==> config.mk <==
export PLATFORM = sky130hd
export DESIGN_NAME = ic_refill_counter
export DESIGN_NICKNAME = d
export VERILOG_FILES = /design/src/logic/ic_cache_pkg.sv /design/src/logic/ic_refill_counter.sv
export VERILOG_INCLUDE_DIRS = /design/src /design/src/logic
export SDC_FILE = /design/constraint.sdc
export NUM_CORES = 1
export LEC_CHECK = 0
export BUFFER_PORTS_ARGS = -buffer_cell sky130_fd_sc_hd__buf_2
export CAP_MARGIN = 20
export CORE_AREA = 8 8 45 47
export DETAILED_ROUTE_END_ITERATION = 16
export DIE_AREA = 0 0 53 55
export PLACE_DENSITY = 0.4
export SLEW_MARGIN = 20
export SYNTH_ARGS = -nofsm -noshare
export SYNTH_HDL_FRONTEND = slang
export SYNTH_SLANG_ARGS = --single-unit
==> constraint.sdc <==
create_clock -name clk -period 1.2 [get_ports clk]
set_input_delay 0.18 -clock clk [delete_from_list [all_inputs] [get_ports clk]]
set_output_delay 0.18 -clock clk [all_outputs]
set_load 0.03 [all_outputs]
==> src/logic/ic_settings.svh <==
////////////////////////////////////////
// Size macros for the instruction cache
////////////////////////////////////////
`ifndef IC_SETTINGS_SVH
`define IC_SETTINGS_SVH

// Physical byte address
`define IC_AW          16

// 16-byte lines, 16 sets, two ways
`define IC_P_LINE      4
`define IC_P_SETS      4
`define IC_WAYS        2

// One refill burst covers a whole line
`define IC_BURST_LEN   4
`define IC_P_BEATS     2           // log2 of the burst length
`define IC_INSN_W      32

`define IC_BOOT_SETS   (1 << `IC_P_SETS)   // Sets cleared after reset
`define IC_TAG_W       (`IC_AW - `IC_P_SETS - `IC_P_LINE)
`define IC_P_WORD      (`IC_P_LINE - `IC_P_BEATS)

`endif

==> src/logic/ic_cache_pkg.sv <==
////////////////////////////////////////
// Cache-side types: address fields,
// fetch request, controller states
////////////////////////////////////////
`include "ic_settings.svh"

package ic_cache_pkg;

   typedef logic [`IC_AW-1:0]       addr_t;
   typedef logic [`IC_TAG_W-1:0]    tag_t;
   typedef logic [`IC_P_SETS-1:0]   index_t;
   typedef logic [`IC_P_BEATS-1:0]  beat_t;    // Word within a line
   typedef logic [`IC_INSN_W-1:0]   insn_t;

   typedef struct packed {
      logic    valid;
      addr_t   addr;
   } fetch_req_t;

   typedef enum logic [2:0] {
      S_BOOT         = 3'd0,
      S_IDLE         = 3'd1,
      S_REPLACE      = 3'd2,
      S_REFILL       = 3'd3,
      S_INVALIDATE   = 3'd4
   } ctrl_state_t;

endpackage

==> src/logic/ic_refill_counter.sv <==
////////////////////////////////////////
// Boot set and refill beat counter
////////////////////////////////////////
`timescale 1ns/100ps

`include "ic_settings.svh"

module ic_refill_counter
(
   input  logic                        clk,
   input  logic                        rst_n_i,
   input  ic_cache_pkg::ctrl_state_t   state_i,
   input  logic                        beat_hs_i,
   output ic_cache_pkg::index_t        count_o,
   output logic                        count_done_o
);

   ic_cache_pkg::index_t count_q;

   always_ff @(posedge clk)
   begin
      if (~rst_n_i)
         count_q <= '0;
      else
      begin
         case (state_i)
            ic_cache_pkg::S_BOOT:
               count_q <= count_q + 1'b1;     // One set per cycle
            ic_cache_pkg::S_REFILL:
               if (beat_hs_i)
                  count_q <= count_q + 1'b1;  // Next word of the line
            default:
               count_q <= '0;
         endcase
      end
   end

   assign count_o = count_q;

   // Last set of the boot sweep
   assign count_done_o = (state_i == ic_cache_pkg::S_BOOT) &
                         (count_q == ic_cache_pkg::index_t'(`IC_BOOT_SETS - 1));

endmodule

# Word level (Yosys, flattened, before mapping)
# Cells that the tools add are included.
[totals]
ff_bits = 4
latch_bits = 0
ramBits = 0
mem_bits_ro = 0
input_bits = 6
out_inout_bits = 5
wordCells = 9
mem_count = 0
[classes]
add_sub_neg = 1
multipliers = 0
n_div = 0
magnitude_cmp = 0
eq_ne = 3
n_shift = 0
muxes = 2
bitwise_logic = 1
n_reduce_logical = 1
[op_table]
columns = ["cell", "n"]
rows = [
  ["$pmux W4 S2", 1],
  ["$add A4 B1 Y4 const B", 1],
  ["$eq A4 B4 Y1 const B", 1],
  ["$mux W4", 1],
  ["$eq A3 B2 Y1 const B", 1],
  ["$logic_not A3 Y1", 1],
  ["$ne A2 B2 Y1 const B", 1],
  ["$and A1 B1 Y1", 1],
]

# Longest topological paths before layout
# Gate-level depths: netlist (run 1).
[depth]
ltp_word = 3
mapped_depth = 4
mapped_depth_nobuf = 4

# Worst setup path before layout (run 1)
# Ideal clock, no wire load.
[synth_path]
path_kind = "register -> output"
start = "register count_q[0] (netlist: count_o[0])"
end = "output count_done_o"
arrival_time_ns = 1.262
required_ns = 1.020
path_slack_ns = -0.242
path_stages_with_launch = 5
n_path_buf = 0
cell_sequence = "dfxtp_1 -> ha_1 -> inv_1 -> nor4_1 -> and3_1"
[synth_via]
elab_chain_len = 2
[synth_lines]
columns = ["element", "line_no", "text"]
rows = [
  ["start, declared", "ic_refill_counter.sv:18", "ic_cache_pkg::index_t count_q;"],
  ["start signal, assigned", "ic_refill_counter.sv:28", "count_q <= count_q + 1'b1;"],
  ["start signal, assigned", "ic_refill_counter.sv:31", "count_q <= count_q + 1'b1;"],
  ["$eq A4 B4 Y1", "ic_refill_counter.sv:42", "(count_q == ic_cache_pkg::index_t'(`IC_BOOT_SETS - 1));"],
  ["$and A1 B1 Y1", "ic_refill_counter.sv:41", "assign count_done_o = (state_i == ic_cache_pkg::S_BOOT) &"],
  ["end, declared", "ic_refill_counter.sv:15", "output logic count_done_o"],
]
# No other way between the ends.

# Final worst setup path (run 1)
[layout_path]
start = "register count_q[1] (netlist: count_o[1])"
end = "output count_done_o"
# The elaborated chain is that of the path after synthesis.

==> key figures, run 1 <==
Synth
  • Yosys reg bits: 4
  • Synth Warn #: 0
  • Simple-gate share of the synthesized area: 29.9%
  • Yosys top cell area share: 39.0%
  • Sequential share of the synthesized area: 39.0%
  • Synthesized area per cell: 9.33 sq um
  • Post-Synth XOR/XNOR Area: 8.54%
  • Ys flop type: dfxtp_1
  • Synth Instances: 22
  • Post-synthesis mux area share: under 10%
  • Yosys cell types: 15
  • Main combinational cell family by area after synthesis: simple AND/OR/NAND/NOR gates
  • Syn nets: 29
  • Synth area leader: dfxtp_1
  • Synth Area in Compound Gates: 9.76%
  • Synth Area in Adders: 6.10%
  • Mapped Area: 205 sq um
  • EDFF count, synth: 0
  • Largest cells by area after synthesis: dfxtp_1 39%, and4bb_4 7.9%, ha_1 6.1%, or3_1 6.1%, a21oi_1 4.9%
  • Ys async rst share: 0%

Route
  • Routed vias: 240
  • Residual DRC: 0
  • Vias per std cell: 4.44
  • Antenna violation net count after detailed routing: 0
  • Initial DRC count: 5
  • WL/cell: 12.7 um
  • First-pass detailed-route iteration total: 4
  • Routed WL: 687 um

STA
  • Worst slew pin tran: 0.200 ns
  • RSZ-0062 raised after global routing: true
  • Highest clock rate: between 700 and 800 MHz
  • Sum Neg Setup Slack: -0.185 ns
  • Setup Viol. Count Final: 1
  • Min Tclk post-route: 1.38 ns
  • Final Hold Viols: 0
  • WHS: about 0.32 ns
  • Setup WS post-layout: -0.185 ns
  • Crit share post-route: 115%
  • Max-slew headroom: between 80 and 90%
  • Final slew viol count: 0
  • Setup Skew: around 0.0018 ns

Worst setup path
  • Setup crit start kind: register
  • WP data arrival: 1.20 ns
  • Critical path type: register to primary output
  • CP max stage delay: between 0.3 and 0.4 ns
  • CP max stage cell: dfxtp_4
  • Worst Path Required: 1.02 ns
  • Critical Path Sink Type: primary output
  • Crit Path Max Fanout: 3
  • Worst-path cell chain: ha_1 -> inv_2 -> nor4_2 -> and3_2 -> buf_6
  • Reg2Reg Depth: 4

Pwr
  • PwrDens: 1080 nW/um^2
  • Internal power: 0.278 mW
  • Max IR drop VDD: 0.438 mV
  • Comb power frac: 11.3%
  • Overall power: 0.365 mW
  • Seq pwr share: 36.8%
  • P_sw: 0.0876 mW
  • Clock Power Share: 51.9%
  • P_leak: roughly 0.15 nW
  • Sw frac: 24.0%

Worst hold path
  • Hold path depth: 3
  • Worst Hold Class: input port to register

Global route
  • Total grt overflow: 0
  • Tot GR Track Use: under 10%
  • Number of antenna violations at the first check in global routing: 0
  • First-pass GRT wire length: 1.06 mm
  • Vias in the first global route: around 250
  • Pin count of the biggest net entering global routing: 7

Die
  • # IOs: 11
  • Cell row count: 14
  • Core area: between 1000 and 1500 sq um
  • Initial Util: between 10 and 15%
  • Die height: around 55 um
  • Die area: 2920 sq um
  • DIE WIDTH: 53 um

Placed design
  • Hpwl dp: 542 um
  • Port bufs: 10
  • Placer congestion estimate: 0.698
  • Post-Place Cells: 50
  • Dpl cell area: 299 sq um
  • DP Worst Slack: -0.0269 ns

CTS
  • CTS tree: built
  • Setup Fix Bufs, Post-CTS: 0
  • CTS Root Cell: clkbuf_4
  • Worst skew pair latency: 0.24 ns
  • H-tree depth: 1
  • Inserted Clock Buffers: 3
  • Longest Clk Path Bufs: 2
  • Hold Buf Count CTS: 0
  • Clock tree sinks: 4
  • Clock transition at path regs: 0.04 ns

Layout
  • Fillcell total: 155
  • Number of flip-flops in the largest register: 4
  • Fin nets: 46
  • Antenna diodes: 0
  • Fin cells: 54
  • Fin area: 338 sq um
  • Synth-to-layout area growth: 64.6%
  • Final core utilization: 24.4%
  • Share of cells above drive strength 1: 55.3%

Run
  • Max-Cap Viols: 0

Run status
  • Status: finished with violations
  • Failing checks: setup timing
-- cell usage after synthesis (2+ instances only) --
master	instances
nor2_1	2
dfxtp_1	4
or3_1	2
o21ai_0	2
a21oi_1	2
-- critical path: cells and delay by family (launching register included) --
kind	cells	cell delay, ns
fa+ha+maj	1	0.14
buf+inv	2	0.17
flops	1	0.34
simple gates	2	0.31
-- power groups by stage --
| stage | clock network [mW] | registers [mW] | logic, mW |
|---|---|---|---|
| CTS | 0.196 | 0.134 | 0.0404 |
| finish | 0.190 | 0.134 | 0.0411 |
| floorplan | 0 | 0.143 | 0.0138 |
| global route | 0.205 | 0.135 | 0.0451 |
| detailed placement | 0 | 0.137 | 0.0402 |
| global placement | 0 | 0.136 | 0.0373 |
-- layer usage --
metal	vias to the layer above	global-route usage (%)	share of wire (%)
met1	114	5.02	46
met3	0	4.81	14
met5	-	0	0
met2	14	7.42	40
met4	0	2.59	0
li1	112	-	-
-- cell usage in the layout (no fill, tap or decap), drive strengths merged --
cell	count
ha	1
nand3b	1
xor2	1
a21oi	2
dfxtp	4
buf	12
nand3	1
and4bb	1
nor4	1
nor2	2
o21ai	2
inv	1
clkbuf	4
mux2i	1
and3	1
xnor2	1
or3	2
-- cell type report --
type / instances / area, sq um / share of cell area (%)
Clock buffer: 4 / 26.3 / 7.78
Inverter: 1 / 3.75 / 1.11
Multi-Input combinational cell: 17 / 129 / 38.1
Sequential cell: 4 / 87.6 / 25.9
Tap cell: 16 / 20.0 / 5.93
Timing Repair Buffer: 12 / 71.3 / 21.1
-- cell families after synthesis --
| group | Yosys count |
|---|---|
| mux | 1 |
| simple gates | 9 |
| compound gates | 4 |
| flops | 4 |
| buf+inv | 1 |
| xor+xnor | 2 |
| fa+ha+maj | 1 |
-- repair_timing --
action                                  in CTS  in global routing
gates resized for setup                      2                  2
endpoints found under the setup margin       1                  1
pin swaps                                    1                  0
-- path summary, 6_finish.rpt --
path / startpoint / end / slack [ns]
setup / recovery: count_o[1] / count_done_o / -0.18
hold / removal: rst_n_i / count_o[3] / 0.32
setup reg to reg: count_o[1] / count_o[2] / 0.13
hold reg to reg: count_o[3] / count_o[3] / 0.51
No activity file was read; power rests on OpenSTA's default activity.
==> run 2: changes to the inputs <==
SKIP_CTS_REPAIR_TIMING = 1   (was unset)
==> run 2 against run 1 <==
  * The flow still finishes with violations (setup timing)
  * Clock power barely moved
  * Sequential cell count stayed put
  * Sequential power hardly changed
  * Critical path depth is the same
  * Sequential share of layout area unchanged
  * Routed wire length down 0.29%
  * Largest power group unchanged
==> key figures, run 2 (synthesis gave the netlist of run 1 again) <==
Run status
  • Status: finished with violations
  • Failing checks: setup timing

Worst setup path
  • Worst Path Required: 1.02 ns (about the same)
  • Critical path depth in cells: 5 (unchanged)
  • WP data arrival: 1.21 ns (about the same)
  • Worst-path cell chain: ha_1 -> inv_2 -> nor4_2 -> and3_2 -> buf_6
  • CP max stage cell: dfxtp_4
  • Setup crit start kind: register
  • CP max stage delay: 0.33 ns (about the same)
  • Reg2Reg Setup Slack: 0.13 ns (about the same)
  • Crit Path Max Fanout: 3 (unchanged)
  • Reg2Reg Depth: 4 (unchanged)
  • Crit path max-delay family: flip-flops
  • Critical Path Sink Type: primary output
  • WP buf/inv: 2 (unchanged)
  • Critical path type: register to primary output

Placed design
  • Post-Place Cells: 50 (unchanged)
  • DP Worst Slack: -0.0269 ns (unchanged)
  • Placer congestion estimate: 0.698 (unchanged)
  • Port bufs: 10 (unchanged)
  • Hpwl dp: 542 um (unchanged)

Route
  • Routed vias: 243 (+1.3%)
  • Routed WL: 685 um (-0.29%)
  • Antenna violation net count after detailed routing: 0 (unchanged)
  • Initial DRC count: 8 (+3)
  • Residual DRC: 0 (unchanged)
  • WL/cell: 12.7 um (-0.29%)
  • Vias per std cell: 4.50 (+1.2%)
  • First-pass detailed-route iteration total: 4 (unchanged)

CTS
  • Worst skew pair latency: 0.24 ns (about the same)
  • H-tree depth: 1 (unchanged)
  • Longest Clk Path Bufs: 2 (unchanged)
  • Inserted Clock Buffers: 3 (unchanged)
  • CTS Root Cell: clkbuf_4
  • Clock transition at path regs: 0.04 ns (about the same)
  • CTS tree: built
  • Clock tree sinks: 4 (unchanged)

Pwr
  • PwrDens: 1080 nW/um^2 (about the same)
  • Overall power: 0.366 mW (about the same)
  • Max IR drop VDD: 0.438 mV (+0.12%)
  • P_leak: 0.149 nW (unchanged)

Die
  • Core area: 1380 sq um (unchanged)
  • Initial Util: 14.8% (unchanged)
  • Die height: 55 um (unchanged)
  • Die area: 2920 sq um (unchanged)
  • # IOs: 11 (unchanged)
  • DIE WIDTH: 53 um (unchanged)
  • Cell row count: 14 (unchanged)

STA
  • WHS: 0.314 ns (-0.00134 ns)
  • Final slew viol count: 0 (unchanged)
  • Min Tclk post-route: 1.39 ns (+0.00493 ns)
  • Worst slew pin tran: 0.199 ns (-0.00137 ns)
  • Setup Skew: 0.00173 ns (-0.0000577 ns)
  • Setup Viol. Count Final: 1 (unchanged)
  • Max-slew headroom: 86.7% (+0.092 points)
  • RSZ-0062 raised after global routing: true
  • Crit share post-route: 116% (+0.41 points)
  • Final Hold Viols: 0 (unchanged)
  • Highest clock rate: 720 MHz (-0.35%)
  • Sum Neg Setup Slack: -0.190 ns (-0.00493 ns)
  • Setup WS post-layout: -0.190 ns (-0.00493 ns)

Worst hold path
  • Hold path depth: 3 (unchanged)
  • Worst Hold Class: input port to register

Layout
  • Number of flip-flops in the largest register: 4 (unchanged)
  • Share of cells above drive strength 1: 55.3% (unchanged)
  • Synth-to-layout area growth: 64.6% (unchanged)
  • Fin nets: 46 (unchanged)
  • Commonest non-fill, non-tap cell in the layout: buf_2
  • Antenna diodes: 0 (unchanged)
  • Fin cells: 54 (unchanged)
  • Commonest non-fill, non-tap cells in the layout: 9 x buf_2, 3 x clkbuf_4

Global route
  • Tot GR Track Use: 5.19% (unchanged)
  • Total grt overflow: 0 (unchanged)
  • Pin count of the biggest net entering global routing: 7 (unchanged)
  • Number of antenna violations at the first check in global routing: 0 (unchanged)
  • First-pass GRT wire length: 1.06 mm (unchanged)
  • Vias in the first global route: 248 (unchanged)

Run
  • Max-Cap Viols: 0 (unchanged)
[run 2: tightest hold or removal path, stage by stage]
cell and delay, ns:
buf_2 0.09, nand3b_1 0.17, a21oi_1 0.06
[run 2: stage by stage]
| step | instance area, sq um | utilization [%] |
|---|---|---|
| final | 338 | 24.4 |
| after global routing | 338 | 24.4 |
| after CTS | 325 | 23.5 |
| after detailed placement | 299 | 21.6 |
| after global placement | 299 | 21.6 |
| after floorplan | 214 | - |
[run 2: path summary, 6_finish.rpt]
| check | from | to |
|---|---|---|
| max reg2reg | count_o[1] | count_o[2] |
| min | rst_n_i | count_o[3] |
| max | count_o[0] | count_done_o |
| min reg2reg | count_o[3] | count_o[3] |
[run 2: where the power goes]
group          internal, mW  switching (mW)
Clock                 0.125          0.0645
Combinational        0.0192          0.0220
Sequential            0.133         0.00132
[run 2: final cells by class]
cell class | count | area (sq um)
Clock buffer | 4 | 26.3
Fill cell | 155 | 1050
Inverter | 1 | 3.75
Multi-Input combinational cell | 17 | 129
Sequential cell | 4 | 87.6
Tap cell | 16 | 20.0
Timing Repair Buffer | 12 | 71.3
[run 2: layer usage]
layer,track usage [%],wire length [um],up-vias,part of all wire [%]
li1,-,-,112,-
met1,5.02,312,117,46
met2,7.42,278,14,41
met3,4.81,93,0,14
met4,2.59,0,0,0
met5,0,0,-,0
==> run 3: changes to the inputs <==
ABC_AREA = 1   (was unset)
PLACE_DENSITY = 0.42   (was 0.4)
==> run 3 against run 2 <==
  * The run still ends with setup timing left
  * Core utilization up 3.3 points
  * First-iteration DRC count down 38%
  * Final area up 13%
  * Sequential cell count unchanged
  * Sequential share of layout area down 3.7 points
  * Largest cell class unchanged
  * Setup slack better by 0.18 ns
  * Clock-buffer cell count down 1
  * Synthesized cell count up 73%
  * Hold slack worse by 0.081 ns
  * Die area unchanged
==> key figures, run 3 <==
Layout
  • Antenna diodes: 0 (unchanged)
  • Synth-to-layout area growth: 65.4%
  • Final core utilization: 27.7% (+3.3 points)
  • Commonest non-fill, non-tap cells in the layout: 10 x nor2_1, 9 x buf_2, 8 x nand2_1
  • Fin nets: 62 (+35%)
  • Share of cells above drive strength 1: 43.4% (-12 points)
  • Commonest non-fill, non-tap cell in the layout: nor2_1
  • Number of flip-flops in the largest register: 4 (unchanged)

Placed design
  • DP Worst Slack: 0.0641 ns (+0.0909 ns)
  • Placer congestion estimate: 0.724 (+3.7%)
  • Port bufs: 10 (unchanged)
  • Hpwl dp: 505 um (-6.8%)

Worst setup path
  • Reg2Reg Setup Slack: 0.28 ns (+0.15 ns)
  • Worst Path Required: 1.02 ns (about the same)
  • CP startpoint: count_o[1]
  • Setup crit start kind: register
  • WP buf/inv: 1 (-1)
  • Reg2Reg Depth: 6 (+2)
  • Critical path type: register to primary output
  • Critical Path Sink Type: primary output
  • Worst-path cell chain: ha_4 -> nand3_4 -> nor2_4 -> buf_6
  • Critical path depth in cells: 4 (-1)
  • RR Endpoint: count_o[3]
  • Crit Path Max Fanout: 3 (unchanged)
  • FF-to-FF Start: count_o[1]
  • CP max stage cell: dfxtp_2
  • Crit path max-delay family: flip-flops
  • Critical Path End: count_done_o
  • WP data arrival: 1.03 ns (-0.18 ns)
  • CP max stage delay: 0.35 ns (+0.02 ns)

Die
  • Cell row count: 14 (unchanged)
  • Die height: 55 um (unchanged)
  • DIE WIDTH: 53 um (unchanged)
  • # IOs: 11 (unchanged)
  • Die area: 2920 sq um (unchanged)
  • Core area: 1380 sq um (unchanged)
  • Initial Util: 16.7% (+1.9 points)

Synth
  • Mapped Area: 231 sq um (+13%)
  • Synth area leader: dfxtp_1
  • Syn nets: 45 (+55%)
  • EDFF count, synth: 0 (unchanged)
  • Most frequent cell after synthesis: nor2_1
  • Yosys cell types: 10 (-5)
  • Yosys top cell area share: 34.6% (-4.4 points)
  • Sequential share of the synthesized area: 34.6% (-4.4 points)
  • Largest cells by area after synthesis: dfxtp_1 35%, nor2_1 18%, nand2_1 13%, inv_1 8.1%, nand3_1 6.5%
  • Most frequent cells after synthesis: 11 x nor2_1, 8 x nand2_1, 5 x inv_1, 4 x dfxtp_1, 3 x nand3_1
  • Ys flop type: dfxtp_1
  • Yosys reg bits: 4 (unchanged)
  • Synth Warn #: 0 (unchanged)
  • Synth Instances: 38 (+73%)
  • Ys async rst share: 0% (unchanged)
  • Synthesized area per cell: 6.09 sq um (-35%)

STA
  • RSZ-0062 raised after global routing: true
  • Min Tclk post-route: 1.21 ns (-0.182 ns)
  • Highest clock rate: 828 MHz (+15%)
  • Setup WS post-layout: -0.00746 ns (+0.182 ns)
  • Setup Skew: 0.000879 ns (-0.000852 ns)
  • Final slew viol count: 0 (unchanged)
  • Max-slew headroom: 85.1% (-1.6 points)
  • WHS: 0.233 ns (-0.0809 ns)
  • Sum Neg Setup Slack: -0.00746 ns (+0.182 ns)
  • Setup Viol. Count Final: 1 (unchanged)
  • Crit share post-route: 101% (-15 points)
  • Worst slew pin tran: 0.223 ns (+0.0242 ns)
  • Final Hold Viols: 0 (unchanged)

CTS
  • Longest Clk Path Bufs: 2 (unchanged)
  • Worst skew pair latency: 0.23 ns (about the same)
  • CTS tree: built
  • Clock tree sinks: 4 (unchanged)
  • Clock transition at path regs: 0.03 ns (about the same)
  • Inserted Clock Buffers: 3 (unchanged)
  • CTS Root Cell: clkbuf_4
  • H-tree depth: 1 (unchanged)

Route
  • Routed wl met3: 97 um (+4.3%)
  • Initial DRC count: 5 (-3)
  • Vias per std cell: 3.75 (-17%)
  • Routed vias: 259 (+6.6%)
  • Met2 wire length: 230 um (-17%)
  • WL/cell: 9.13 um (-28%)
  • Residual DRC: 0 (unchanged)
  • First-pass detailed-route iteration total: 3 (-1)
  • Routed WL: 630 um (-8.0%)
  • Top Layer Used: met4
  • M1 WL: 294 um (-5.8%)
  • Antenna violation net count after detailed routing: 0 (unchanged)

Pwr
  • Max IR drop VDD: 0.318 mV (-27%)
  • PwrDens: 892 nW/um^2 (-18%)
  • P_leak: 0.185 nW (+24%)

Global route
  • Tot GR Track Use: 4.97% (-0.23 points)
  • Number of antenna violations at the first check in global routing: 0 (unchanged)
  • Total grt overflow: 0 (unchanged)
  • Pin count of the biggest net entering global routing: 6 (-1)
  • Vias in the first global route: 247 (-0.40%)
  • First-pass GRT wire length: 1.02 mm (-3.2%)

Worst hold path
  • Worst Hold Class: input port to register

Run status
  • Failing checks: setup timing
  • Status: finished with violations

Run
  • Max-Cap Viols: 0 (unchanged)
run 3: through the flow:
| stage | power [mW] | instances | area [sq um] |
|---|---|---|---|
| CTS | 0.351 | 68 | 342 |
| global route | 0.372 | 69 | 383 |
| detailed placement | 0.180 | 65 | 319 |
| finish | 0.342 | 69 | 383 |
| global placement | 0.181 | 65 | 319 |
| floorplan | 0.163 | 38 | 241 |
run 3: cell families after synthesis:
kind of cell | after synthesis | synth area share (%)
AO/OA/AOI/OAI | 1 | 2.16
flip-flops | 4 | 34.6
AND/OR/NAND/NOR | 27 | 49.7
adder cells (fa/ha/maj) | 1 | 5.40
buffers and inverters | 5 | 8.11
run 3: report_power, final:
part / total, mW / switching, mW / internal (mW)
Combinational: 0.0430 / 0.0251 / 0.0179
Clock: 0.161 / 0.0494 / 0.111
Sequential: 0.138 / 0.00255 / 0.135
run 3: layer usage:
| metal | global-route usage [%] | up-vias |
|---|---|---|
| met1 | 5.15 | 101 |
| met2 | 5.86 | 9 |
| li1 | - | 147 |
| met3 | 4.01 | 2 |
| met5 | 0 | - |
| met4 | 5.17 | 0 |
run 3: worst min path at each step:
stage	from	endpoint	slack (ns)	cells after the start
after floorplan	rst_n_i	count_o[0]	0.33	2
after global placement	rst_n_i	count_o[0]	0.47	3
after detailed placement	rst_n_i	count_o[1]	0.47	3
after CTS	rst_n_i	count_o[1]	0.23	3
after global routing	rst_n_i	count_o[0]	0.24	3
final	rst_n_i	count_o[0]	0.23	3
run 3: final cells by class:
type                       count  area (sq um)
tap                           16          20.0
multi-input combinational     29           165
inverter                       5          18.8
clock buffer                   3          22.5
timing repair buffer          12          71.3
fill                         155          1000
sequential                     4          85.1
run 3: tightest hold or removal path: cells and delay by family:
kind | cells | cell delay [ns]
and+or+nand+nor | 2 | 0.13
buffers and inverters | 1 | 0.10
